### config.mk
export PLATFORM = sky130hd
export DESIGN_NAME = regFile
export DESIGN_NICKNAME = d
export VERILOG_FILES = /design/src/design/corePkg.sv /design/src/design/regFile.sv
export VERILOG_INCLUDE_DIRS = /design/src /design/src/include
export SDC_FILE = /design/constraint.sdc
export NUM_CORES = 2
export LEC_CHECK = 0
export BUFFER_PORTS_ARGS = -buffer_cell sky130_fd_sc_hd__clkbuf_2
export CAP_MARGIN = 15
export CORE_MARGIN = 8
export CORE_UTILIZATION = 63
export DETAILED_ROUTE_END_ITERATION = 7
export HOLD_SLACK_MARGIN = 0.05
export PLACE_DENSITY = 0.95
export SKIP_LAST_GASP = 1
export SLEW_MARGIN = 5
export SYNTH_ARGS = -nofsm -noshare
export SYNTH_HDL_FRONTEND = slang
export SYNTH_SLANG_ARGS = --single-unit
### constraint.sdc
create_clock -name bus -period 8.5 [get_ports bus]
set_input_delay 1.7 -clock bus [delete_from_list [all_inputs] [get_ports bus]]
set_output_delay 1.7 -clock bus [all_outputs]
set_load 0.005 [all_outputs]
### src/include/coreDefs.svh
// sizes assume a 64-bit bus that moves 8 bytes per beat and 8 beats per line
`ifndef CORE_DEFS_SVH
`define CORE_DEFS_SVH

localparam int LineBytes    = 64;   // bytes per bus line, fetch address aligned to this
localparam int BeatBytes    = 8;    // bytes carried by one response beat
localparam int RegCount     = 16;   // architectural registers rax..r15

`endif
### src/design/corePkg.sv
// only NOP, HLT, MOV r64,imm64 and register-direct ADD/SUB exist; no flags are modelled
package corePkg;
   `include "coreDefs.svh"

   localparam int MaxInstBytes = 10;   // MOV r64,imm64 is the longest kept form

   typedef logic [63:0] addr_t;
   typedef logic [63:0] word_t;
   typedef logic [3:0]  regIdx_t;
   typedef logic [3:0]  instLen_t;   // instruction length in bytes
   typedef logic [12:0] busTag_t;

   localparam busTag_t ReadTag = {1'b1, 4'b0001, 8'h00};   // read, memory space

   localparam logic [7:0] OpcNop    = 8'h90;
   localparam logic [7:0] OpcHlt    = 8'hF4;
   localparam logic [7:0] OpcMovImm = 8'hB8;   // low 3 bits hold the register
   localparam logic [7:0] OpcAdd    = 8'h01;
   localparam logic [7:0] OpcSub    = 8'h29;
   localparam logic [3:0] RexHigh   = 4'h4;

   typedef enum logic [2:0] {OpNop, OpMov, OpAdd, OpSub, OpHlt} opKind_t;
   typedef enum logic [1:0] {FetchIdle, FetchWaiting, FetchActive} fetchState_t;

   typedef struct packed {
      logic    cyc;
      addr_t   addr;
      busTag_t tag;
   } busReq_t;

   typedef struct packed {
      logic  cyc;
      word_t data;
   } busResp_t;

   typedef struct packed {
      logic    valid;
      opKind_t kind;
      regIdx_t dest;
      regIdx_t src;
      logic    srcValid;
      word_t   imm;
      addr_t   rip;
   } uop_t;

   typedef struct packed {
      logic    valid;
      logic    regWrite;   // low for NOP, the register file is left alone
      regIdx_t dest;
      word_t   value;
      addr_t   rip;
   } retire_t;

   function automatic logic writesReg(input opKind_t kind);
      return kind inside {OpMov, OpAdd, OpSub};
   endfunction
endpackage

### src/design/regFile.sv
// a retire write lands on the same edge the scoreboard clears, so no bypass is needed
module regFile (
   input  logic             bus,
   input  logic             reset,
   input  corePkg::uop_t    decUop,
   input  logic             advance,
   input  corePkg::retire_t retire,
   output corePkg::uop_t    rdUop,
   output corePkg::word_t   srcVal,
   output corePkg::word_t   dstVal
);
   import corePkg::*;

   word_t regs [RegCount];

   always_ff @(posedge bus) begin
      if (reset) begin
         for (int i = 0; i < RegCount; i++) begin
            regs[i] <= '0;
         end
      end else if (retire.valid && retire.regWrite) begin
         regs[retire.dest] <= retire.value;
      end
   end

   // read stage register
   always_ff @(posedge bus) begin
      rdUop <= decUop;
      rdUop.valid <= advance && decUop.valid && decUop.kind != OpHlt;   // HLT stops here
      srcVal <= regs[decUop.src];
      dstVal <= regs[decUop.dest];
      if (reset) begin
         rdUop.valid <= 1'b0;
      end
   end
endmodule

Yosys cells after proc, flatten, opt, wreduce, memory -nomap -nowiden
Memories as Yosys holds them, arrays and structs flattened. A register that Yosys moved wholly into a read port is not among the register bits.
Cells that the tools add are included.
W data, S select, Z words.
Storage, ports and cells
  bits in registers: 141
  bits in latches: 0
  memory bits (writable): 1024
  bits in read-only memories: 0
  input port bits: 278
  logic and storage cells: 21
  memories kept: 1
Cells by class
  add/sub/neg operators: 0
  $mul: 0
  divide/modulo/power cells: 0
  $lt $le $gt $ge: 0
  eq/ne operators: 1
  shifts and indexed selects: 0
  mux-type cells: 8
  bitwise gates (word level): 0
  reductions and logical operators: 4
Memory list
  regs: depth 16, width 64, read ports 2, clocked after Yosys merged registers in 2, write ports 16, RTL line regFile.sv:14  | word_t regs [RegCount];
Operators with widths (count)
  $mux W64: 1
  $reduce_or A64 Y1: 1
  $mux W1: 6
  $mux W4: 1
  $logic_and A1 B1 Y1: 3
  $ne A3 B3 Y1 const B: 1

Depth between registers and ports, before layout
  depth in word-level cells: 6
  mapped depth: 6

Worst setup path after synthesis
Ideal clock, no wire load.
  path kind: input to register
  start: in retire[131] in the netlist's numbering
  end: mem regs[12][0] in the netlist's numbering, enable pin
  library setup time: 0.421 ns
  arrival time: 3.827 ns
  required time: 8.079 ns
  path slack: 4.253 ns
  stages on the path: 5
  path buffers: 3
  cells stage by stage: and2_1 -> clkbuf_1 -> clkbuf_1 -> buf_2 -> a21o_1
RTL lines
  start, declared: RTL line regFile.sv:7  | input corePkg::retire_t retire,
  end, declared: RTL line regFile.sv:14

==> impl_metrics.tcl <==
set metrics [dict create \
    status "complete, no violations" \
    die_h_um 316 \
    finalNonFillerCells 5476 \
    numCtsBuffers 131 \
    final_antenna_net_count 0 \
    setup_violations 0 \
    drv_cap 0 \
    postCtsSetupBuffers 0 \
    power.density_nw_per_um2 229 \
    crit_required_ns 9.06 \
    initial_core_util_pct 63.3 \
    yosysSeqAreaShare_pct 63.9 \
    hp-class "register to register" \
    clkTransAtPathRegs_ns 0.06 \
    vias 41200 \
    totalWireLength_um 186000 \
    crit_path_end_kind "register" \
    vdd_drop_max_uv 228 \
    avgSynthCellArea_sq_um 14.8 \
    grt_pass1_vias 42900 \
    post-dp-hpwl_um 98400 \
    layout.nets 4459 \
    drt_iter0_drc 7531 \
    worst_pin_slew_ns 1.34 \
    cts_root_buffer "clkbuf_16" \
    crit_arrival_ns 5.07 \
    coreArea_sq_um 89500 \
    die_area_sq_um 99700 \
    swShare_pct 24.2 \
    synth_cell_type_count 22 \
    worst-setup-path-type "input pin to register" \
    fillers 4916 \
    ys_seq_elements 1293 \
    path_cells "clkbuf_2, nor4bb_1, nand2_4, buf_12, nor2_1" \
    drtPass1Iterations 7 \
    slew_violations 0 \
    p_leak_nw 21.9 \
    wl_per_cell_um 33.9 \
    p_int_mw 11.1 \
    cts-hold-fix-buffers 0 \
    pwr-share-comb_pct 10.2 \
    cp_max_fo 187 \
    p_switching_mw 3.55 \
    sequentialPowerShare_pct 50.9 \
    cp-endpoint "regs[1][30]$_SDFFCE_PN0P_" \
    tns_ns 0 \
    overflow 0 \
    netlist_instances 3826 \
    r2r_cells 3 \
    rsz0062_at_grt "no" \
    yosysWarnings 0 \
    h-tree-depth 4 \
    slew_headroom_pct 10.6 \
    grt_max_degree 188 \
    synthFlopType "edfxtp_1" \
    fmax_ghz 0.222 \
    cp_slowest_stage_delay_ns 0.93 \
    grt_pass1_wl_um 266000 \
    areaGrowthSynthToFinish_pct 13.1 \
    gp_congestion 0.797 \
    crit_path_top_delay_cell "nor4bb_1" \
    async_flop_share_pct 0 \
    r2r_setup_slack_ns 6.84 \
    cts_tree "built" \
    synth_edf_count 1024 \
    fin_skew_ns 0.0252 \
    hold_viol 0 \
    crit-reg2reg-capture "srcVal[49]$_DFF_P_" \
    drive_above_1_share_pct 29.5 \
    cts_sinks 1293 \
    startpoint "reset" \
    ios 547 \
    syn_nets 4104 \
    gr-usage-all-layers_pct 36.6 \
    rows 110 \
    antenna_found_initial 21 \
    io_buffers 482 \
    drt-vias-per-instance 7.52 \
    cp-start-kind "input pin" \
    p_clk_share_pct 38.9 \
    finalCritPeriodShare_pct 53.0 \
    place_inst 5224 \
    drc 0 \
    finalCriticalPeriod_ns 4.51 \
    rr_startpoint "regs[11][49]$_SDFFCE_PN0P_" \
    clockBufferDepth 3 \
    cts_resized 0 \
    clk_latency_ns 0.76 \
    die_w_um 316 \
    syn_area_sq_um 56600 \
]
-- worst max-delay path: cells and delay by family --
kind	cells	cell delay (ns)
buf+inv	2	0.85
simple gates	3	2.11
-- how the worst min path moves through the flow --
stage / from / endpoint / depth (start not counted)
after floorplan: regs[14][0]$_SDFFCE_PN0P_ / dstVal[0]$_DFF_P_ / 3
after global placement: regs[12][47]$_SDFFCE_PN0P_ / dstVal[47]$_DFF_P_ / 3
after detailed placement: regs[14][28]$_SDFFCE_PN0P_ / dstVal[28]$_DFF_P_ / 3
after CTS: regs[14][28]$_SDFFCE_PN0P_ / dstVal[28]$_DFF_P_ / 3
after global routing: regs[7][11]$_SDFFCE_PN0P_ / dstVal[11]$_DFF_P_ / 3
final: regs[12][56]$_SDFFCE_PN0P_ / dstVal[56]$_DFF_P_ / 3
-- placed cells by master, fill, tap and decap left out, drive strengths merged --
cell type	synthesis	routed
mux4	512	512
edfxtp	1024	1024
bufinv	0	7
buf	145	58
and2	3	3
diode	0	15
nand4b	1	1
nor3	2	2
nand2	387	387
dfxtp	269	269
a22oi	256	256
a211oi	1	1
inv	1	7
nor2	1030	1030
clkinvlp	0	2
a21o	16	16
nor4bb	1	1
nand2b	1	1
clkinv	0	33
clkbuf	169	667
nand3b	1	1
nor2b	6	6
or2	1	1
-- cell type report --
type | instances | area (sq um) | area share [%]
clock inverter | 48 | 425 | 0.665
timing repair buffer | 536 | 2950 | 4.60
tap | 1176 | 1470 | 2.30
inverter | 1 | 3.75 | 0.00587
clock buffer | 189 | 3730 | 5.83
sequential | 1293 | 36100 | 56.5
multi-input combinational | 2218 | 19200 | 30.1
antenna | 15 | 37.5 | 0.0587
-- cells in the mapped netlist (2+ instances only) --
| cell | count | share of area (%) |
|---|---|---|
| nor3_1 | 2 | 0.018 |
| a21o_1 | 16 | 0.21 |
| buf_6 | 8 | 0.16 |
| nand2_1 | 387 | 2.6 |
| buf_4 | 36 | 0.48 |
| edfxtp_1 | 1024 | 54 |
| clkbuf_1 | 169 | 1.1 |
| buf_2 | 57 | 0.50 |
| and2_1 | 3 | 0.033 |
| nor2b_1 | 6 | 0.066 |
| a22oi_1 | 256 | 3.4 |
| buf_1 | 44 | 0.29 |
| mux4_2 | 512 | 20 |
| nor2_1 | 1030 | 6.8 |
| dfxtp_1 | 269 | 9.5 |
-- metrics by stage --
step	hold WS, ns	instance area [sq um]	power, mW	setup WS, ns	utilization, %
6_report	0.695	64000	14.7	3.99	71.5
5_1_grt	0.726	64000	14.9	4.20	71.5
4_1_cts	0.696	63900	14.6	4.40	71.5
3_5_place_dp	0.675	59800	8.97	3.69	66.8
3_3_place_gp	0.670	59800	8.86	3.85	66.8
2_1_floorplan	0.655	56600	8.33	4.25	-
-- cells by family (layout without fill, tap and decap cells) --
family	count (synthesis)	after routing	share of synthesized area (%)
buf+inv	315	774	2.56
compound gates	273	273	3.62
simple gates	1433	1433	9.59
flops	1293	1293	63.9
other cells	0	15	0
mux	512	512	20.4
-- sequential cells by signal, summed over array words and instances (netlist names) --
name and cells:
regs 1024, srcVal 64, rdUop 141, dstVal 64
-- layer usage --
layer	GRT usage (%)	wire length, um	vias up
li1	-	-	15200
met1	40.3	50300	19200
met2	57.0	85400	5231
met3	13.6	32100	1523
met4	29.8	17900	10
met5	0	69	-
-- power by group through the flow --
stage | registers (mW) | clock network, mW | logic, mW
floorplan | 7.48 | 0 | 0.856
CTS | 7.45 | 5.68 | 1.45
detailed placement | 7.56 | 0 | 1.41
global route | 7.48 | 5.91 | 1.53
global placement | 7.49 | 0 | 1.37
finish | 7.47 | 5.71 | 1.49
(Power assumes the default switching activity.)
