<file path="src/include/coreDefs.svh">
// sizes assume a 64-bit bus that moves 8 bytes per beat and 8 beats per line
`ifndef CORE_DEFS_SVH
`define CORE_DEFS_SVH

localparam int LineBytes    = 64;   // bytes per bus line, fetch address aligned to this
localparam int BeatBytes    = 8;    // bytes carried by one response beat
localparam int RegCount     = 16;   // architectural registers rax..r15

`endif
</file>
<file path="src/design/corePkg.sv">
// only NOP, HLT, MOV r64,imm64 and register-direct ADD/SUB exist; no flags are modelled
package corePkg;
   `include "coreDefs.svh"

   localparam int MaxInstBytes = 10;   // MOV r64,imm64 is the longest kept form

   typedef logic [63:0] addr_t;
   typedef logic [63:0] word_t;
   typedef logic [3:0]  regIdx_t;
   typedef logic [3:0]  instLen_t;   // instruction length in bytes
   typedef logic [12:0] busTag_t;

   localparam busTag_t ReadTag = {1'b1, 4'b0001, 8'h00};   // read, memory space

   localparam logic [7:0] OpcNop    = 8'h90;
   localparam logic [7:0] OpcHlt    = 8'hF4;
   localparam logic [7:0] OpcMovImm = 8'hB8;   // low 3 bits hold the register
   localparam logic [7:0] OpcAdd    = 8'h01;
   localparam logic [7:0] OpcSub    = 8'h29;
   localparam logic [3:0] RexHigh   = 4'h4;

   typedef enum logic [2:0] {OpNop, OpMov, OpAdd, OpSub, OpHlt} opKind_t;
   typedef enum logic [1:0] {FetchIdle, FetchWaiting, FetchActive} fetchState_t;

   typedef struct packed {
      logic    cyc;
      addr_t   addr;
      busTag_t tag;
   } busReq_t;

   typedef struct packed {
      logic  cyc;
      word_t data;
   } busResp_t;

   typedef struct packed {
      logic    valid;
      opKind_t kind;
      regIdx_t dest;
      regIdx_t src;
      logic    srcValid;
      word_t   imm;
      addr_t   rip;
   } uop_t;

   typedef struct packed {
      logic    valid;
      logic    regWrite;   // low for NOP, the register file is left alone
      regIdx_t dest;
      word_t   value;
      addr_t   rip;
   } retire_t;

   function automatic logic writesReg(input opKind_t kind);
      return kind inside {OpMov, OpAdd, OpSub};
   endfunction
endpackage

</file>
<file path="src/design/aluStage.sv">
// results are plain 64-bit wraparound; no flags are produced
module aluStage (
   input  logic             bus,
   input  logic             reset,
   input  corePkg::uop_t    rdUop,
   input  corePkg::word_t   srcVal,
   input  corePkg::word_t   dstVal,
   output corePkg::uop_t    exUop,
   output corePkg::retire_t retire
);
   import corePkg::*;

   word_t result;
   word_t exValue;

   always_comb begin
      case (rdUop.kind)
         OpMov:   result = rdUop.imm;
         OpAdd:   result = dstVal + srcVal;
         OpSub:   result = dstVal - srcVal;
         default: result = dstVal;   // nop reports the unchanged dest
      endcase
   end

   always_ff @(posedge bus) begin
      exUop <= rdUop;
      exValue <= result;

      retire.valid <= exUop.valid;
      retire.regWrite <= writesReg(exUop.kind);
      retire.dest <= exUop.dest;
      retire.value <= exValue;
      retire.rip <= exUop.rip;

      if (reset) begin
         exUop.valid <= 1'b0;
         retire.valid <= 1'b0;
      end
   end
endmodule

</file>
<file path="config.mk">
export PLATFORM = sky130hd
export DESIGN_NAME = aluStage
export DESIGN_NICKNAME = d
export VERILOG_FILES = /design/src/design/corePkg.sv /design/src/design/aluStage.sv
export VERILOG_INCLUDE_DIRS = /design/src /design/src/include
export SDC_FILE = /design/constraint.sdc
export NUM_CORES = 1
export LEC_CHECK = 0
export ABC_AREA = 1
export ABC_CLOCK_PERIOD_IN_PS = 7600
export BUFFER_PORTS_ARGS = -buffer_cell sky130_fd_sc_hd__buf_2
export CAP_MARGIN = 20
export CORE_AREA = 3 3 213 215
export CTS_CLUSTER_DIAMETER = 30
export DETAILED_ROUTE_END_ITERATION = 6
export DIE_AREA = 0 0 216 218
export HOLD_SLACK_MARGIN = 0.02
export PLACE_DENSITY = 0.59
export SLEW_MARGIN = 5
export SYNTH_ARGS = -nofsm -noshare
export SYNTH_HDL_FRONTEND = slang
export SYNTH_SLANG_ARGS = --single-unit
export TNS_END_PERCENT = 30
</file>
<file path="constraint.sdc">
create_clock -name bus -period 7.6 [get_ports bus]
set_input_delay 0.76 -clock bus [delete_from_list [all_inputs] [get_ports bus]]
set_output_delay 0.76 -clock bus [all_outputs]
set_load 0.005 [all_outputs]
</file>
# ---- Word-level counts from Yosys, hierarchy flattened
# Cells that the tools add are included.
dict set report classes {
  addsub 2
  n_reduce_logical 1
  muxes 1
  bitwise 0
  n_shift 0
  eq_ne 6
  n_mul 0
  order_cmp 0
  n_div 0
}
# op n
set op_table {}
lappend op_table {{64-bit one-hot mux with 3 select lines} 1}
lappend op_table {{64-bit adder} 1}
lappend op_table {{64-bit subtractor} 1}
lappend op_table {{3-bit by 2-bit == test with 1-bit output (second input constant)} 4}
lappend op_table {{3-bit by 1-bit == test with 1-bit output (second input constant)} 2}
lappend op_table {{3-bit nonzero test} 1}
dict set report word_totals {
  reg_bits 339
  ram_bits 0
  mem_bits_ro 0
  latch_bits 0
  out_inout_bits 275
  wordCells 23
  mem_count 0
}

# ---- Depth between registers and ports, before layout
dict set report depth {
  word_depth 2
  depth_mapped 27
  depth_no_buf 27
}

# ---- Worst setup path after synthesis
# Ideal clock, no wire load.
dict set report synth_path {
  path_type {input to register}
  start {in srcVal[0]}
  end {reg exValue[52]}
  t_arrival_ns 3.118
  required_ns 7.486
  slack_ns 4.368
  n_path_buf 0
  path_stages 24
  setup_ns 0.114
  cell_sequence {inv_1 ha_1 nand2_2 nor2_4 nand2_4 nor2_4 nand3_2 nor2_2 nor2_2 a21oi_2 xor2_1 ha_1 nand2_1 inv_1 nand2_1 nand2_1 clkinv_1 nand2_1 a21oi_1 nor2_1 nor2_1 nand3_1 nand3_1 nand2_1}
}
dict set report synth_between {
  elab_chain_cells 2
  elab_cells_between_ends 3
}
# element line_no
set synth_rtl {}
lappend synth_rtl {{start, declared} aluStage.sv:6} ;# input corePkg::word_t srcVal,
lappend synth_rtl {{64-bit subtractor / 64-bit adder (equally long branches)} {aluStage.sv:20, aluStage.sv:19}}
lappend synth_rtl {{64-bit one-hot mux with 3 select lines *} aluStage.sv:17} ;# case (rdUop.kind)
lappend synth_rtl {{named net result[52]} aluStage.sv:13} ;# word_t result;
lappend synth_rtl {{end signal, assigned} aluStage.sv:27} ;# exValue <= result;
lappend synth_rtl {{end, declared} aluStage.sv:14} ;# word_t exValue;
# The timed path passes the listed nets; every way through them passes the cells marked *.
# A chain may end at the register's enable or synchronous reset.

# ---- Final worst setup path
dict set report layout_path {
  start {in rdUop[138] (netlist bit)}
  end {reg exValue[60]}
}
dict set report layout_between {
  elab_chain_cells 2
  elab_cells_between_ends 4
}
# element line_no
set layout_rtl {}
lappend layout_rtl {{start, declared} aluStage.sv:5} ;# input corePkg::uop_t rdUop,
lappend layout_rtl {{3-bit by 2-bit == test with 1-bit output / 3-bit by 1-bit == test with 1-bit output (equally long branches)} aluStage.sv:17}
lappend layout_rtl {{64-bit one-hot mux with 3 select lines *} aluStage.sv:17}
lappend layout_rtl {{named net result[60]} aluStage.sv:13}
# Marked as above.

==> flow_summary.json <==
{
  "cts_made_buffers": 69,
  "post-route-period-util_pct": 59.3,
  "p_sw_share_pct": 28.4,
  "die_h_microns": 218,
  "comb_power_share_pct": 15.9,
  "ys_seq_elements": 339,
  "setup_viol": 0,
  "fin_nets": 3132,
  "clockBufferDepth": 3,
  "routabilityCongestion": 0.976,
  "synth_top_flop_cell": "dfxtp_1",
  "post_cts_buffers": 0,
  "fp-row-count": 77,
  "critPathMaxFanout": 23,
  "portBuffers": 545,
  "drt_iter0_markers": 1286,
  "grt_pass1_wl_mm": 98.2,
  "ant_nets": 0,
  "die_w_microns": 216,
  "switchingPower_mw": 1.72,
  "grt_use_total_pct": 28.1,
  "hpwl_mm": 58.2,
  "min-delay-start": "rdUop[131]",
  "crit_type": "in -> reg",
  "ios": 546,
  "internal_power_mw": 4.34,
  "cp-end-kind": "register",
  "core_sq_um": 43900,
  "htree_levels": 3,
  "p_clk_share_pct": 51.5,
  "grt_pass1_vias": 15986,
  "drt_first_pass_iters": 7,
  "clock-sinks": 339,
  "peakVddDrop_uv": 257,
  "postCtsHoldBufs": 0,
  "hold_class": "in -> reg",
  "overflow": 0,
  "synth_cells": 2201,
  "maxSlewHeadroom_pct": 46.7,
  "start_kind": "primary input",
  "initial_core_util_pct": 35.4,
  "slew_violations": 0,
  "status": "completed",
  "worst_slew_pin_slew_ns": 0.800,
  "finalPower_mw": 6.06,
  "cts_resized": 0,
  "pwr-share-seq_pct": 32.7,
  "worst_ep_arrival_time_ns": 4.98,
  "clockRootBuffer": "clkbuf_16",
  "clk_latency_ns": 0.59,
  "clk_pin_slew_ns": 0.05,
  "tns_ns": 0,
  "vias_per_cell": 4.75,
  "hold_viol": 0,
  "maxCapViolations": 0,
  "leakagePower_nw": 11.5,
  "vias": 16386,
  "drc": 0,
  "clock_skew_ns": 0.0209,
  "syn_nets": 2537,
  "post_drt_wl_per_cell_microns": 20.0,
  "rr_startpoint": "exUop[138]$_DFF_P_",
  "area_delta_synth_final_pct": 37.9,
  "synthDistinctLibCells": 40,
  "cts_tree": "yes",
  "rsz0062_at_grt": "false",
  "timing.fmax_ghz": 0.222,
  "power.density_nw_per_um2": 283,
  "ys_async_sr_fraction_pct": 0,
  "syn_area_sq_um": 15500,
  "startpoint": "rdUop[138]",
  "syn_area_per_cell_sq_um": 7.06,
  "totalWireLength_mm": 68.9,
  "die_area_sq_um": 47100,
  "yosysSeqAreaShare_pct": 43.7,
  "final_layout_size_suffix_gt1_share_pct": 24.9,
  "crit_required_ns": 8.08,
  "antenna_found_initial": 10,
  "fin_crit_ns": 4.50,
  "grt_start_max_net_pins": 65,
  "synth-edff-count": 0,
  "yosys_warnings": 0
}
[kinds of logic (layout without fill, tap and decap cells)]
| logic type | after synthesis | in the layout | share of synthesized area, % |
|---|---|---|---|
| compound gates | 216 | 216 | 8.19 |
| xor+xnor | 61 | 61 | 3.44 |
| fa+ha+maj | 65 | 65 | 5.28 |
| buf+inv | 384 | 1035 | 9.31 |
| flops | 339 | 339 | 43.7 |
| other cells | 0 | 6 | 0 |
| simple gates | 1136 | 1136 | 30.1 |
[critical path, stage by stage]
cell	delay, ns
buf_2	0.10
inv_2	0.04
nor2_2	0.09
buf_4	0.31
nand2_1	0.51
inv_2	0.53
o21ai_2	0.17
nor2_2	0.21
o21ai_1	0.12
xor2_1	0.36
ha_1	0.36
nand2_1	0.14
inv_1	0.07
a21oi_1	0.24
o21ai_0	0.18
inv_1	0.08
nand2_1	0.12
a21oi_1	0.22
nand3_1	0.10
nand3_1	0.15
nand2_1	0.07
[power groups by stage]
stage,logic [mW],clock network [mW],registers [mW]
2_1_floorplan,0.491,0,2.01
3_3_place_gp,0.951,0,2.01
5_1_grt,1.06,3.26,1.99
6_report,0.962,3.12,1.98
4_1_cts,0.955,3.16,1.98
3_5_place_dp,0.949,0,2.01
[through the flow]
step | cell area [sq um] | std cells | hold WS [ns] | util [%] | setup WS (ns)
after floorplan | 15500 | 2201 | 0.310 | - | 4.37
after global placement | 19000 | 3317 | 0.311 | 43.2 | 2.60
after detailed placement | 19000 | 3317 | 0.312 | 43.2 | 2.60
after CTS | 21400 | 3444 | 0.239 | 48.7 | 3.22
after global routing | 21400 | 3449 | 0.238 | 48.8 | 2.81
final | 21400 | 3450 | 0.261 | 48.8 | 3.10
[final timing paths]
path / endpoint / slack [ns] / cells after the start
max: exValue[60]$_DFF_P_ / 3.10 / 21
min: exUop[131]$_DFF_P_ / 0.26 / 1
max reg2reg: retire[132]$_DFF_P_ / 7.03 / 2
min reg2reg: retire[119]$_DFF_P_ / 0.31 / 0
[layer usage]
| layer | wire [microns] | up-vias | share of wire (%) | track usage [%] |
|---|---|---|---|---|
| li1 | - | 8075 | - | - |
| met1 | 29200 | 7502 | 42 | 34.7 |
| met4 | 2690 | 6 | 3.9 | 11.6 |
| met5 | 44 | - | 0.064 | 0 |
| met2 | 32400 | 671 | 47 | 47.6 |
| met3 | 4580 | 132 | 6.6 | 6.09 |
[cells in the final DEF, fill, tap and decap left out, types with 9 or more instances in the layout]
master     count
bufinv_16      9
nand3b_1      24
xnor2_1        9
a22o_1        28
buf_2        545
clkinv_2      11
o21ai_0       51
nor2_1       205
a21oi_1       91
inv_2         11
nor3_1        24
ha_1          64
inv_1        343
nand2_1      714
nand4_1       16
xor2_1        52
clkbuf_16     70
o21ai_1       15
dfxtp_1      339
o21bai_1      13
nand3_1      125
[flip-flops by register name, indices dropped and copies added (netlist names)]
| name | flops |
|---|---|
| exUop | 141 |
| retire | 134 |
| exValue | 64 |
[layout make-up]
cell class / instances / area, sq um
fill: 4535 / 22500
multi-input combinational: 1478 / 7320
sequential: 339 / 6790
timing repair buffer: 550 / 2770
clock buffer: 81 / 1850
inverter: 358 / 1340
tap: 592 / 741
clock inverter: 46 / 604
antenna: 6 / 15.0
[cells in the mapped netlist (4+ instances only)]
master	number	area (sq um)
nand2_1	714	2680
inv_1	344	1290
dfxtp_1	339	6790
nor2_1	207	777
nand3_1	125	626
a21oi_1	91	455
ha_1	64	801
xor2_1	52	455
o21ai_0	51	255
a22o_1	28	245
nand3b_1	24	180
nor3_1	24	120
nand4_1	16	100
o21ai_1	15	75.1
clkbuf_1	13	48.8
o21bai_1	13	97.6
inv_2	10	37.5
xnor2_1	9	78.8
buf_1	8	30.0
nor2_2	7	43.8
buf_2	5	25.0
clkinv_1	4	15.0
(Power assumes the default switching activity.)
