`src/include/coreDefs.svh`:
```
// sizes assume a 64-bit bus that moves 8 bytes per beat and 8 beats per line
`ifndef CORE_DEFS_SVH
`define CORE_DEFS_SVH

localparam int LineBytes    = 64;   // bytes per bus line, fetch address aligned to this
localparam int BeatBytes    = 8;    // bytes carried by one response beat
localparam int RegCount     = 16;   // architectural registers rax..r15

`endif
```
`src/design/corePkg.sv`:
```
// only NOP, HLT, MOV r64,imm64 and register-direct ADD/SUB exist; no flags are modelled
package corePkg;
   `include "coreDefs.svh"

   localparam int MaxInstBytes = 10;   // MOV r64,imm64 is the longest kept form

   typedef logic [63:0] addr_t;
   typedef logic [63:0] word_t;
   typedef logic [3:0]  regIdx_t;
   typedef logic [3:0]  instLen_t;   // instruction length in bytes
   typedef logic [12:0] busTag_t;

   localparam busTag_t ReadTag = {1'b1, 4'b0001, 8'h00};   // read, memory space

   localparam logic [7:0] OpcNop    = 8'h90;
   localparam logic [7:0] OpcHlt    = 8'hF4;
   localparam logic [7:0] OpcMovImm = 8'hB8;   // low 3 bits hold the register
   localparam logic [7:0] OpcAdd    = 8'h01;
   localparam logic [7:0] OpcSub    = 8'h29;
   localparam logic [3:0] RexHigh   = 4'h4;

   typedef enum logic [2:0] {OpNop, OpMov, OpAdd, OpSub, OpHlt} opKind_t;
   typedef enum logic [1:0] {FetchIdle, FetchWaiting, FetchActive} fetchState_t;

   typedef struct packed {
      logic    cyc;
      addr_t   addr;
      busTag_t tag;
   } busReq_t;

   typedef struct packed {
      logic  cyc;
      word_t data;
   } busResp_t;

   typedef struct packed {
      logic    valid;
      opKind_t kind;
      regIdx_t dest;
      regIdx_t src;
      logic    srcValid;
      word_t   imm;
      addr_t   rip;
   } uop_t;

   typedef struct packed {
      logic    valid;
      logic    regWrite;   // low for NOP, the register file is left alone
      regIdx_t dest;
      word_t   value;
      addr_t   rip;
   } retire_t;

   function automatic logic writesReg(input opKind_t kind);
      return kind inside {OpMov, OpAdd, OpSub};
   endfunction
endpackage

```
`src/design/pipeControl.sv`:
```
// one writer per register in flight; HLT leaves decode only once read and execute are empty
module pipeControl (
   input  logic             bus,
   input  logic             reset,
   input  corePkg::uop_t    decUop,
   input  logic             windowValid,
   input  corePkg::uop_t    rdUop,
   input  corePkg::uop_t    exUop,
   input  corePkg::retire_t retire,
   output logic             advance,
   output logic             halted
);
   import corePkg::*;

   typedef logic [RegCount-1:0] regMask_t;

   regMask_t busy;        // register has a pending writer
   regMask_t setMask;
   regMask_t clearMask;
   logic     destHazard;
   logic     srcHazard;
   logic     drained;
   logic     isHalt;

   always_comb begin
      isHalt = decUop.kind == OpHlt;
      destHazard = writesReg(decUop.kind) && busy[decUop.dest];
      srcHazard = decUop.srcValid && busy[decUop.src];
      drained = !rdUop.valid && !exUop.valid;   // older work is at writeback or done

      advance = windowValid && decUop.valid && !halted;
      if (destHazard || srcHazard) begin
         advance = 1'b0;
      end
      if (isHalt && !drained) begin
         advance = 1'b0;   // let the last retires show before halted
      end
   end

   always_comb begin
      setMask = '0;
      clearMask = '0;
      if (advance && writesReg(decUop.kind)) begin
         setMask = regMask_t'(1) << decUop.dest;
      end
      if (retire.valid && retire.regWrite) begin
         clearMask = regMask_t'(1) << retire.dest;
      end
   end

   always_ff @(posedge bus) begin
      if (reset) begin
         busy <= '0;
         halted <= 1'b0;
      end else begin
         busy <= (busy & ~clearMask) | setMask;
         if (advance && isHalt) begin
            halted <= 1'b1;   // held until reset
         end
      end
   end
endmodule

```
`config.mk`:
```
export PLATFORM = sky130hd
export DESIGN_NAME = pipeControl
export DESIGN_NICKNAME = d
export VERILOG_FILES = /design/src/design/corePkg.sv /design/src/design/pipeControl.sv
export VERILOG_INCLUDE_DIRS = /design/src /design/src/include
export SDC_FILE = /design/constraint.sdc
export NUM_CORES = 1
export LEC_CHECK = 0
export ABC_AREA = 1
export ABC_CLOCK_PERIOD_IN_PS = 2320
export BUFFER_PORTS_ARGS = -buffer_cell sky130_fd_sc_hd__buf_2
export CORE_AREA = 3 3 220 222
export DETAILED_ROUTE_END_ITERATION = 7
export DIE_AREA = 0 0 223 225
export PLACE_DENSITY_LB_ADDON = 0.2
export SLEW_MARGIN = 20
export SYNTH_ARGS = -nofsm -noshare
export SYNTH_HDL_FRONTEND = slang
export SYNTH_SLANG_ARGS = --single-unit
```
`constraint.sdc`:
```
create_clock -name bus -period 2.32 [get_ports bus]
set_input_delay 0.464 -clock bus [delete_from_list [all_inputs] [get_ports bus]]
set_output_delay 0.464 -clock bus [all_outputs]
set_load 0.05 [all_outputs]
```
# Yosys cells after proc, flatten, opt, wreduce, memory -nomap -nowiden
# Cells that the tools add are included.
# classes
eq_ne	4
n_lt_le_gt_ge	2
n_bitwise	3
shifts	2
reduce_logical	15
muxes	8
# ops
cell	count
$mux W16	2
$shl A1 B4 Y16 const A	2
$and A16 B16 Y16	1
$not A16 Y16	1
$or A16 B16 Y16	1
$lt A4 B5 Y1 const B	2
$logic_and A1 B1 Y1	9
$bmux W1 S4	2
$eq A3 B2 Y1 const B	2
$logic_not A1 Y1	4
$mux W1	4
$eq A3 B1 Y1 const B	1
$eq A3 B3 Y1 const B	1
$reduce_bool A3 Y1	1
$logic_or A1 B1 Y1	1
# totals
output_inout_bits	2
ff_bits	17
elab_cells	36
input_bits	560

# Longest topological paths before layout
# logic_depth
ltp_word	9
mapped_depth	11
mapped_depth_nobuf	10

# Worst setup path after synthesis
# No wires, ideal clock.
# synth_timing
path_kind	in2out
from	input port decUop[129] (netlist name)
to	output port advance
required_ns	1.856
slack_ns	0.071
arrival_ns	1.785
stages	10
path_cell_list	buf_6 -> clkinv_2 -> nand2_1 -> nand3_1 -> nand3_1 -> nand3_1 -> nand2_1 -> a21oi_4 -> buf_4 -> and2_1
# synth_between
elab_chain_cells	6
# synth_rtl
item	line_no	source
start, declared	pipeControl.sv:5	input corePkg::uop_t decUop,
$bmux W1 S4	pipeControl.sv:28	srcHazard = decUop.srcValid && busy[decUop.src];
$mux W1 (not written as such)	pipeControl.sv:28	
$logic_and A1 B1 Y1	pipeControl.sv:28	
$logic_or A1 B1 Y1	pipeControl.sv:32	if (destHazard || srcHazard) begin
$mux W1	pipeControl.sv:32	
$mux W1	pipeControl.sv:35	if (isHalt && !drained) begin
end, declared	pipeControl.sv:10	output logic advance,
# Every way passes these cells. The select of a mux whose other input is x is not followed.

# Worst setup path after layout
# layout_timing
from	input port decUop[134] (netlist name)
to	output port advance
# layout_between
elab_chain_cells	6
# layout_rtl
item	line_no	source
$bmux W1 S4	pipeControl.sv:27	destHazard = writesReg(decUop.kind) && busy[decUop.dest];
$mux W1 (not written as such)	pipeControl.sv:27	
$logic_and A1 B1 Y1	pipeControl.sv:27	
$logic_or A1 B1 Y1	pipeControl.sv:32	
$mux W1	pipeControl.sv:32	
$mux W1	pipeControl.sv:35	
# Every way passes these cells. The select of a mux whose other input is x is not followed.

==> results_dict.tcl <==
set metrics [dict create \
    cp.arrival_ns 1.73 \
    critical_path_buf_inv_count 4 \
    placement.cell_area_sq_mm 0.00220 \
    cts.sinks 17 \
    synth_top_cells_by_area "sky130_fd_sc_hd__dfxtp_1 27%, sky130_fd_sc_hd__nand3_1 11%, sky130_fd_sc_hd__nand4_1 9.1%, sky130_fd_sc_hd__a21oi_1 7.2%, sky130_fd_sc_hd__o21ai_0 6.8%" \
    floorplan.die.width_microns 223 \
    cts_htree_levels 1 \
    worstSetupPathType "input port to output port" \
    dr.first_iter.drc_count 73 \
    synth_top_cell_area_share 0.274 \
    die_area_sq_mm 0.0502 \
    grt_pass1_vias 1543 \
    grt.overflow.total 0 \
    die_y_microns 225 \
    setup_repair_after_global_routing_missed_its_margin "false" \
    via_count 1473 \
    dpl_worst_slack_ns -0.0398 \
    layout.cell_area.non_filler_sq_mm 0.00231 \
    clock_insertion_delay_worst_skew_ns 0.25 \
    final.setup.worst_slack_ns 0.127 \
    synth_fa_ha_area_frac 0 \
    largest_family_of_logic_cells_by_synthesized_area "simple AND/OR/NAND/NOR gates" \
    post_route_cells_drive_above_1_share 0.254 \
    tightest_slew_ns 0.465 \
    path_delay_family "simple AND/OR/NAND/NOR gates" \
    number_of_buffers_inserted_by_hold_repair_at_cts 0 \
    multiplexer_share_of_the_synthesized_area 0 \
    grt_pass1_wl_mm 9.83 \
    yosysWarningCount 0 \
    grt_antenna_before_repair 4 \
    worstHoldPathType "register to register" \
    floorplan.initialDensity 0.0267 \
    post_synth_and_or_nand_nor_area_fraction 0.442 \
    detail_route.vias_per_cell 1.75 \
    synthDistinctLibCells 24 \
    place_hpwl_mm 5.33 \
    gr-usage-met3 0.00951 \
    cap_viol_max_count 0 \
    power.density_mw_per_mm2 358 \
    grt.total_usage 0.0258 \
    clk_pin_slew_worst_paths_ns 0.06 \
    design.final.nets 797 \
    ys_seq_area_frac 0.274 \
    gpl.final_weighted_congestion 0.678 \
    count_of_nets_left_with_antenna_violations_after_detail_routing 0 \
    status "completed" \
    timing_hold_violations_final 0 \
    drt-total-wl_mm 6.41 \
    setup_violations 0 \
    max_freq_mhz 456 \
    synth-compound-area-share 0.161 \
    slew-limit-headroom 0.689 \
    synth.net_count 761 \
    route.detailed.drc 0 \
    maxSlewViolCount 0 \
    root_buffer "sky130_fd_sc_hd__clkbuf_16" \
    clock-skew-final_ns 0.00214 \
    synth_cells 201 \
    areaGrowthSynthToFinish_pct 85.6 \
    pin_count_of_the_biggest_net_entering_global_routing 18 \
    cts_tree "built" \
    critPathMaxFanout 5 \
    design.core.area_sq_mm 0.0466 \
    routed_wire_length_per_instance_microns 7.60 \
    cp_data_required_time_ns 1.86 \
    io_buffer_count 25 \
    grt_util_met1 0.0362 \
    average_size_of_a_mapped_cell_sq_um 6.19 \
    worst_setup_path_end_kind "output port" \
    peakVddDrop_v 0.000182 \
    mappedNetlistArea_sq_mm 0.00124 \
    critPathMaxStageDelay_ns 0.19 \
    num_antenna_cells 0 \
    cts_inserted_buffers 3 \
    fin_crit_ns 2.19 \
    cp-start-kind "input port" \
    worst_path_max_delay_cell "sky130_fd_sc_hd__and2_1" \
    path_cells "buf_2 -> inv_2 -> nand2_2 -> nor2_1 -> nor2_1 -> nand3_1 -> nand3_1 -> nand2_2 -> nand2_4 -> and2_1 -> buf_12 -> buf_12" \
    leak_pwr_nw 0.635 \
    post-route-period-util 0.945 \
    post_synth_xor_area_fraction 0 \
    cts_max_path_bufs 2 \
    drt_first_pass_iters 4 \
    core.rowCount 79 \
    ys_ff_latch 17 \
    synth_largest_area_cell "sky130_fd_sc_hd__dfxtp_1" \
    met2_usage 0.0385 \
    gr-max-usage-layer "met2" \
    io_pins 562 \
]
cell usage in the layout, fill, tap and decap left out:
cell type,count
sky130_fd_sc_hd__nor3b_1,1
sky130_fd_sc_hd__nor2_1,20
sky130_fd_sc_hd__nand2_2,5
sky130_fd_sc_hd__nand3b_1,2
sky130_fd_sc_hd__clkinv_1,1
sky130_fd_sc_hd__a21oi_2,1
sky130_fd_sc_hd__nor2_2,1
sky130_fd_sc_hd__clkinv_2,1
sky130_fd_sc_hd__nand3_1,28
sky130_fd_sc_hd__o21ai_0,17
sky130_fd_sc_hd__buf_4,13
sky130_fd_sc_hd__dfxtp_1,17
sky130_fd_sc_hd__a21oi_4,1
sky130_fd_sc_hd__clkbuf_16,3
sky130_fd_sc_hd__a21oi_1,18
sky130_fd_sc_hd__nand2_4,2
sky130_fd_sc_hd__inv_1,19
sky130_fd_sc_hd__buf_2,23
sky130_fd_sc_hd__nand2_1,18
sky130_fd_sc_hd__clkbuf_4,1
sky130_fd_sc_hd__inv_4,1
sky130_fd_sc_hd__nand4_1,18
sky130_fd_sc_hd__inv_2,6
sky130_fd_sc_hd__nor3_1,16
sky130_fd_sc_hd__buf_12,2
sky130_fd_sc_hd__and2_1,1
state kept, by name, summed over array words and instances, names as in the netlist:
signal  flops
halted      1
busy       16
synthesized netlist by cell type (all sizes together):
master / instances
inv: 25
nand2: 25
nand4: 18
nor3b: 1
clkbuf: 2
nor3: 16
dfxtp: 17
clkinv: 2
nand3: 28
nand3b: 2
o21ai: 17
and2: 1
buf: 6
a21oi: 20
nor2: 21
metal layers:
metal / wire (microns) / vias up
met2: 2680 / 16
met3: 428 / 8
met4: 23 / 6
met1: 3250 / 674
li1: - / 769
met5: 26 / -
power by group:
group	internal [mW]	switching (mW)	total, mW
Sequential	0.294	0.00129	0.295
Clock	0.231	0.128	0.359
Combinational	0.0625	0.110	0.172
Total	0.587	0.239	0.826
metrics by stage:
stage | std cells | utilization | hold WS [ns] | power, mW | TNS (ns)
floorplan | 201 | - | 0.454 | 0.387 | 0
global placement | 838 | 0.0473 | 0.468 | 0.475 | -0.0564
detailed placement | 838 | 0.0473 | 0.469 | 0.474 | -0.0398
CTS | 842 | 0.0491 | 0.482 | 0.843 | 0
global route | 843 | 0.0496 | 0.517 | 0.872 | 0
finish | 843 | 0.0496 | 0.481 | 0.826 | 0
layout make-up:
class,instances,area (sq um)
Multi-Input combinational cell,149,764
Tap cell,607,759
Inverter,27,104
Fill cell,5495,44200
Sequential cell,17,340
Clock buffer,3,75.1
Timing Repair Buffer,39,260
Clock inverter,1,5.00
worst paths after layout:
check                        end                 from  cells after the start  slack, ns
max                      advance          decUop[134]                     12       0.13
min          busy[15]$_SDFF_PP0_  busy[15]$_SDFF_PP0_                      2       0.48
max reg2reg  busy[15]$_SDFF_PP0_  busy[15]$_SDFF_PP0_                     10       0.69
min reg2reg  busy[15]$_SDFF_PP0_  busy[15]$_SDFF_PP0_                      2       0.48
tightest hold or removal path: stages (launching register included):
cell and delay, ns:
sky130_fd_sc_hd__dfxtp_1 0.30, sky130_fd_sc_hd__o21ai_0 0.06, sky130_fd_sc_hd__a21oi_1 0.07
timing repair:
item | in CTS | in global routing
endpoints found under the setup margin | 1 | 1
pin swaps | 0 | 1
setup buffers | 0 | 1
resized for setup | 1 | 6
cells by family after synthesis:
| logic type | after synthesis |
|---|---|
| AND/OR/NAND/NOR | 112 |
| AO/OA/AOI/OAI | 37 |
| flip-flops | 17 |
| buffers and inverters | 35 |
(Power assumes the default switching activity.)
