===== src/include/coreDefs.svh =====
// sizes assume a 64-bit bus that moves 8 bytes per beat and 8 beats per line
`ifndef CORE_DEFS_SVH
`define CORE_DEFS_SVH

localparam int LineBytes    = 64;   // bytes per bus line, fetch address aligned to this
localparam int BeatBytes    = 8;    // bytes carried by one response beat
localparam int RegCount     = 16;   // architectural registers rax..r15

`endif

===== src/design/corePkg.sv =====
// only NOP, HLT, MOV r64,imm64 and register-direct ADD/SUB exist; no flags are modelled
package corePkg;
   `include "coreDefs.svh"

   localparam int MaxInstBytes = 10;   // MOV r64,imm64 is the longest kept form

   typedef logic [63:0] addr_t;
   typedef logic [63:0] word_t;
   typedef logic [3:0]  regIdx_t;
   typedef logic [3:0]  instLen_t;   // instruction length in bytes
   typedef logic [12:0] busTag_t;

   localparam busTag_t ReadTag = {1'b1, 4'b0001, 8'h00};   // read, memory space

   localparam logic [7:0] OpcNop    = 8'h90;
   localparam logic [7:0] OpcHlt    = 8'hF4;
   localparam logic [7:0] OpcMovImm = 8'hB8;   // low 3 bits hold the register
   localparam logic [7:0] OpcAdd    = 8'h01;
   localparam logic [7:0] OpcSub    = 8'h29;
   localparam logic [3:0] RexHigh   = 4'h4;

   typedef enum logic [2:0] {OpNop, OpMov, OpAdd, OpSub, OpHlt} opKind_t;
   typedef enum logic [1:0] {FetchIdle, FetchWaiting, FetchActive} fetchState_t;

   typedef struct packed {
      logic    cyc;
      addr_t   addr;
      busTag_t tag;
   } busReq_t;

   typedef struct packed {
      logic  cyc;
      word_t data;
   } busResp_t;

   typedef struct packed {
      logic    valid;
      opKind_t kind;
      regIdx_t dest;
      regIdx_t src;
      logic    srcValid;
      word_t   imm;
      addr_t   rip;
   } uop_t;

   typedef struct packed {
      logic    valid;
      logic    regWrite;   // low for NOP, the register file is left alone
      regIdx_t dest;
      word_t   value;
      addr_t   rip;
   } retire_t;

   function automatic logic writesReg(input opKind_t kind);
      return kind inside {OpMov, OpAdd, OpSub};
   endfunction
endpackage


===== src/design/instDecoder.sv =====
// unknown bytes, stray prefixes included, decode as one-byte NOPs; ADD/SUB need mod 11
module instDecoder (
   input  logic [corePkg::MaxInstBytes*8-1:0] window,
   input  corePkg::addr_t                     rip,
   output corePkg::uop_t                      uop,
   output corePkg::instLen_t                  byteCount
);
   import corePkg::*;

   logic [7:0] rex;
   logic [7:0] opc;
   logic [7:0] modrm;
   logic       rexW;
   logic       isMov;
   logic       isAlu;

   assign rex = window[7:0];
   assign opc = window[15:8];
   assign modrm = window[23:16];
   assign rexW = rex[7:4] == RexHigh && rex[3];

   assign isMov = rexW && opc[7:3] == OpcMovImm[7:3];
   assign isAlu = rexW && (opc == OpcAdd || opc == OpcSub) && modrm[7:6] == 2'b11;

   always_comb begin
      uop = '0;
      uop.valid = 1'b1;
      uop.kind = OpNop;
      uop.rip = rip;
      byteCount = instLen_t'(1);

      if (rex == OpcNop) begin
         uop.kind = OpNop;
      end else if (rex == OpcHlt) begin
         uop.kind = OpHlt;
      end else if (isMov) begin
         uop.kind = OpMov;
         uop.dest = {rex[0], opc[2:0]};   // REX.B picks r8..r15
         uop.imm = window[16 +: 64];      // little endian imm64
         byteCount = instLen_t'(MaxInstBytes);
      end else if (isAlu) begin
         uop.kind = (opc == OpcAdd) ? OpAdd : OpSub;
         uop.dest = {rex[0], modrm[2:0]};   // r/m is both operand and result
         uop.src = {rex[2], modrm[5:3]};
         uop.srcValid = 1'b1;
         byteCount = instLen_t'(3);
      end
   end
endmodule


===== config.mk =====
export PLATFORM = sky130hd
export DESIGN_NAME = instDecoder
export DESIGN_NICKNAME = d
export VERILOG_FILES = /design/src/design/corePkg.sv /design/src/design/instDecoder.sv
export VERILOG_INCLUDE_DIRS = /design/src /design/src/include
export SDC_FILE = /design/constraint.sdc
export NUM_CORES = 1
export LEC_CHECK = 0
export BUFFER_PORTS_ARGS = -buffer_cell sky130_fd_sc_hd__buf_2
export CORE_AREA = 10 10 104 106
export DETAILED_ROUTE_END_ITERATION = 7
export DIE_AREA = 0 0 114 116
export PLACE_DENSITY_LB_ADDON = 0.2
export SLEW_MARGIN = 10
export SYNTH_ARGS = -nofsm -noshare
export SYNTH_HDL_FRONTEND = slang
export SYNTH_SLANG_ARGS = --single-unit

===== constraint.sdc =====
create_clock -name vclk -period 1.35
set_input_delay 0.0675 -clock vclk [all_inputs]
set_output_delay 0.0675 -clock vclk [all_outputs]
set_load 0.005 [all_outputs]

==> After elaboration in Yosys (flattened, before gate mapping) <==
Index checks and enable logic that the tools add are counted.
{ "word_totals": {"ff_bits": 0, "elab_cells": 25} }
{ "classes": {"n_eq_ne": 7, "mux": 13, "reduce_logical": 5} }
{ "ops": {"columns": ["op", "n"], "rows": [
  ["$mux 73", 2],
  ["$mux 64", 1],
  ["$eq 8x8->1 const B", 2],
  ["$mux 4", 3],
  ["$mux 11", 1],
  ["$eq 8x1->1 const B", 1],
  ["$eq 8x6->1 const B", 1],
  ["$mux 3", 2],
  ["$mux 6", 1],
  ["$eq 5x5->1 const B", 1],
  ["$mux 5", 1],
  ["$eq 4x3->1 const B", 1],
  ["$logic_and 1x1->1", 4],
  ["$eq 2x2->1 const B", 1],
  ["$mux 2", 1],
  ["$logic_or 1x1->1", 1],
  ["$mux 1", 1]
]} }

==> Depth between registers and ports, before layout <==
Gate-level depths: netlist of the first run.
{ "depth": {"depth_word": 8, "depth_mapped": 6, "depth_no_buf": 3} }

==> Worst setup path before layout of the first run <==
No wires, ideal clock.
{ "synth_timing": {"kind": "input-to-output", "start": "input window[5] in the netlist's numbering", "end": "output uop[138] in the netlist's numbering", "t_arrival_ps": 1128, "required_ps": 1283, "path_slack_ps": 154, "cell_stages": 6, "path_cell_list": "nand4bb_4 -> or2_2 -> clkbuf_1 -> buf_6 -> nor2_1 -> buf_4"} }
{ "synth_rtl": {"columns": ["item", "line_no", "rtl"], "rows": [
  ["start, declared", "instDecoder.sv:3", "input logic [corePkg::MaxInstBytes*8-1:0] window,"],
  ["end, declared", "instDecoder.sv:5", "output corePkg::uop_t uop,"]
]} }

==> flow_summary.yaml, run 1 <==
status:
  outcome: "completed"
sta:
  max_freq_mhz: 747
  rsz0062_at_grt: "yes"
  period_minus_slack_ns: 1.34
  fin_hold_ws_ns: 0.135
  hold_viol_final: 0
  drv_slew: 0
  setup_viol: 0
  finalCritPeriodShare: 0.991
global_routing:
  grt_pass1_vias: 1540
  grt_use_total: 0.0778
  antenna_found_initial: 0
  grt_pass1_wl_mm: 8.63
  overflow: 0
  grt_max_degree: 64
place:
  gp_congestion: 0.685
  dpl-instance-area_mm2: 0.00164
  dp_hpwl_mm: 5.47
  io_buffers: 159
detailed_routing:
  wire_per_inst_um: 16.1
  postRouteAntennaNets: 0
  drtIter0Drc: 43
  drt_pass1_iterations: 2
  drc: 0
  wl_mm: 6.03
  drt-vias-per-instance: 3.71
  route.vias.total: 1393
die:
  rows: 34
  die_w_um: 114
  die_h_um: 116
  pin_count: 289
  core_area_mm2: 0.00868
  die_area_mm2: 0.0132
  start_util: 0.141
pwr:
  p_sw_frac: 0.382
  p_clk_frac: 0
  p_per_area_mw_per_mm2: 100
  ir_drop_uv: 51.1
  pwr-share-comb: 1.000
  p_leak_nw: 1.04
  seqPwrFrac: 0
  internal_power_mw: 0.102
  p_sw_mw: 0.0629
worst_setup_path:
  start_kind: "primary input"
  cp.required_ns: 1.28
  crit_fanout: 63
  path_class: "in -> out"
  crit_arrival_ns: 1.27
  end_kind: "output port"
final_layout:
  drive_above_1_share: 0.637
  antenna-diode-count: 0
  fin_area_mm2: 0.00165
  clkbuf_count: 0
  syn_to_final_growth_pct: 35.1
  seq_cell_count: 0
  nNetsFinal: 413
  fillers: 1006
  seq_area_um2: 0
run:
  maxCapViolations: 0
yosys:
  seq_area_frac_synth: 0
  synth.most_common_cell: "buf_4"
  synth_common_cells: "68 x buf_4, 61 x and2_1, 7 x nor3_1, 6 x inv_1"
  synth_compound_area_frac: 0.0267
  syn-mean-instance-area_um2: 6.82
  muxShareOfSynthArea: 0
  synthSimpleGateAreaFrac: 0.490
  yosys.cell_types.count: 23
  synth_top_family_by_area: "simple AND/OR/NAND/NOR gates"
  yosys.area.top_type: "buf_4"
  yosys-top-cells-area: "buf_4 42%, and2_1 31%, nor3_1 2.9%, nand4_1 2.6%, nand4bb_4 2.3%"
  synthesis.nets: 323
  synthXorXnorAreaFrac: 0.00718
  synthesis.area_mm2: 0.00122
  yosysTopAreaCellShare: 0.418
  synth-warning-count: 0
  synthAdderAreaFrac: 0
  syn_inst: 179
clock_network:
  post_cts_buffers: 0
hold_path:
  whs_path_depth: 0
  hp-class: "in -> out"
routing by layer:
| metal | global-route usage | share of wire |
|---|---|---|
| met5 | 0 | 0 |
| met4 | 0.0276 | 0.035 |
| met3 | 0.0470 | 0.17 |
| met2 | 0.143 | 0.49 |
| met1 | 0.0687 | 0.30 |
layout make-up:
type,instances,area [µm²],share of cell area
multi-input combinational,98,652,0.396
tap,108,135,0.0820
inverter,6,22.5,0.0137
timing repair buffer,163,838,0.509
cells by family (layout without fill, tap and decap cells):
kind of cell	after synthesis	after routing
other	2	2
XOR/XNOR	1	1
AND/OR/NAND/NOR	89	89
AO/OA/AOI/OAI	6	6
buffers and inverters	81	169
critical path, stage by stage:
cell	delay, ns
buf_2	0.10
nand4bb_4	0.23
nor4_4	0.31
buf_12	0.24
and2_4	0.18
buf_2	0.11
power groups by stage:
stage / Sequential (mW) / Clock, mW / Combinational, mW
final: 0 / 0 / 0.165
after global routing: 0 / 0 / 0.188
after CTS: 0 / 0 / 0.169
after detailed placement: 0 / 0 / 0.168
after global placement: 0 / 0 / 0.166
after floorplan: 0 / 0 / 0.191
final timing paths:
kind | from | endpoint | slack [ns]
setup / recovery | window[5] | uop[96] | 0.01
hold / removal | rip[22] | uop[22] | 0.14
what timing repair did:
item | CTS | global route
cloned | 0 | 0
setup endpoints to repair | 4 | 63
hold buffers | 0 | 0
resized for setup | 2 | 0
pin swaps | 0 | 0
metrics by stage:
stage	TNS, ns	power, mW	worst slack, ns	util	instances
global placement	-0.0238	0.166	-0.0238	0.189	375
CTS	-0.0130	0.169	-0.00613	0.190	375
floorplan	0	0.191	0.154	-	179
finish	0	0.165	0.0119	0.190	375
detailed placement	-0.0587	0.168	-0.0413	0.189	375
global route	-3.21	0.188	-0.0863	0.190	375
layout by cell type, fill, tap and decap left out:
cell type  count
nand4bb_4      1
nand3b_1       1
buf_4          3
a211oi_1       1
and2_4         2
nand3_1        4
buf_12         1
and4b_1        1
conb_1         2
and2_1        59
or2_2          1
buf_2        159
nand2_1        3
nor3_1         7
a21oi_1        5
nor4_4         1
xnor2_1        1
and4bb_2       1
nor4b_4        1
inv_1          6
nand4_1        5
nor2_1         1
nor4_1         1
No activity file was read; power rests on OpenSTA's default activity.
==> run 2: changes to the inputs <==
- CORE_AREA: 10 10 104 106 -> 10 10 103 105
- DIE_AREA: 0 0 114 116 -> 0 0 113 115
- RECOVER_POWER: not set -> 50
- clock period: 1.35 -> 1.6 ns (I/O delays scaled with it)
==> flow_summary.yaml, run 2 (same netlist as run 1, synthesis figures left out) <==
status:
  outcome: "completed"
sta:
  tns_ns: 0
  setup_ws_ns: 0.238
  finalCritPeriodShare: 0.851
  max_freq_mhz: 734
  rsz0062_at_grt: "no"
  hold_viol_final: 0
  setup_viol: 0
  period_minus_slack_ns: 1.36
  drv_slew: 0
detailed_routing:
  postRouteAntennaNets: 0
  wl_met3_um: 984
  route.vias.total: 1403
  drt-vias-per-instance: 3.75
  top_layer: "met5"
  drc: 0
  wl_met1_mm: 1.89
  wl_mm: 6.00
  drt_pass1_iterations: 3
  drtIter0Drc: 43
  dr_wl_met2_mm: 2.80
  wire_per_inst_um: 16.0
global_routing:
  grt_pass1_vias: 1534
  grt_use_total: 0.0796
  grt_pass1_wl_mm: 8.63
  antenna_found_initial: 1
  overflow: 0
  grt_max_degree: 64
worst_setup_path:
  cp.required_ns: 1.52
  start_kind: "primary input"
  crit_arrival_ns: 1.28
  end_kind: "output port"
  path_class: "in -> out"
  crit_fanout: 63
final_layout:
  seq_area_um2: 0
  fin_area_mm2: 0.00163
  final_cell_mix: "156 x buf_2, 61 x and2_1, 7 x nor3_1, 6 x inv_1"
  syn_to_final_growth_pct: 33.7
  seq_cell_count: 0
  final_common_cell: "buf_2"
  nNetsFinal: 412
  final_util: 0.191
  drive_above_1_share: 0.613
  antenna-diode-count: 0
  clkbuf_count: 0
  fillers: 988
clock_network:
  cts_resized: 0
  post_cts_buffers: 0
  ctsHoldBuffers: 0
hold_path:
  hp-class: "in -> out"
place:
  dpl-instance-area_mm2: 0.00164
  place_worst_setup_slack_ns: 0.205
  dp_hpwl_mm: 5.54
  io_buffers: 159
  gp_congestion: 0.681
pwr:
  p_leak_nw: 1.02
  p_per_area_mw_per_mm2: 84.9
  ir_drop_uv: 40.4
  power_mw: 0.139
die:
  start_util: 0.143
  die_area_mm2: 0.0130
  rows: 34
  die_h_um: 115
  core_area_mm2: 0.00855
  die_w_um: 113
  pin_count: 289
run:
  maxCapViolations: 0
-- run 2: cell count changes in the layout (fill, tap and decap cells not counted), moves of 2 or more --
cell and change:
and2_1 +2, buf_2 -3, and2_4 -2, clkbuf_1 +3
-- run 2: report_power, final --
part / internal (mW) / switching (mW) / total (mW)
clock: 0 / 0 / 0
sequential: 0 / 0 / 0
combinational: 0.0856 / 0.0529 / 0.139
-- run 2: layout make-up --
type | count | area [µm²] | share of cell area
inverters | 6 | 22.5 | 0.0138
multi-input cells | 98 | 647 | 0.396
repair buffers | 162 | 827 | 0.507
well taps | 108 | 135 | 0.0828
-- run 2: worst max-delay path, stage by stage --
cell	delay [ns]
buf_2	0.10
nand4bb_4	0.23
nor4_4	0.31
buf_12	0.24
and2_1	0.16
buf_2	0.13
-- run 2: path summary, 6_finish.rpt --
| path | startpoint | end | slack (ns) | depth (start not counted) |
|---|---|---|---|---|
| max | window[5] | uop[118] | 0.24 | 6 |
| min | rip[32] | uop[32] | 0.16 | 0 |
-- run 2: layer usage --
layer  global-route usage  up-vias
li1                     -      667
met1               0.0702      575
met2                0.143      129
met3               0.0448       30
met4               0.0415        2
met5                    0        -
-- run 2: per-stage QoR --
step                hold WS [ns]  cells
floorplan                  0.195    179
global route               0.160    374
detailed placement         0.160    374
finish                     0.160    374
global placement           0.160    374
CTS                        0.160    374
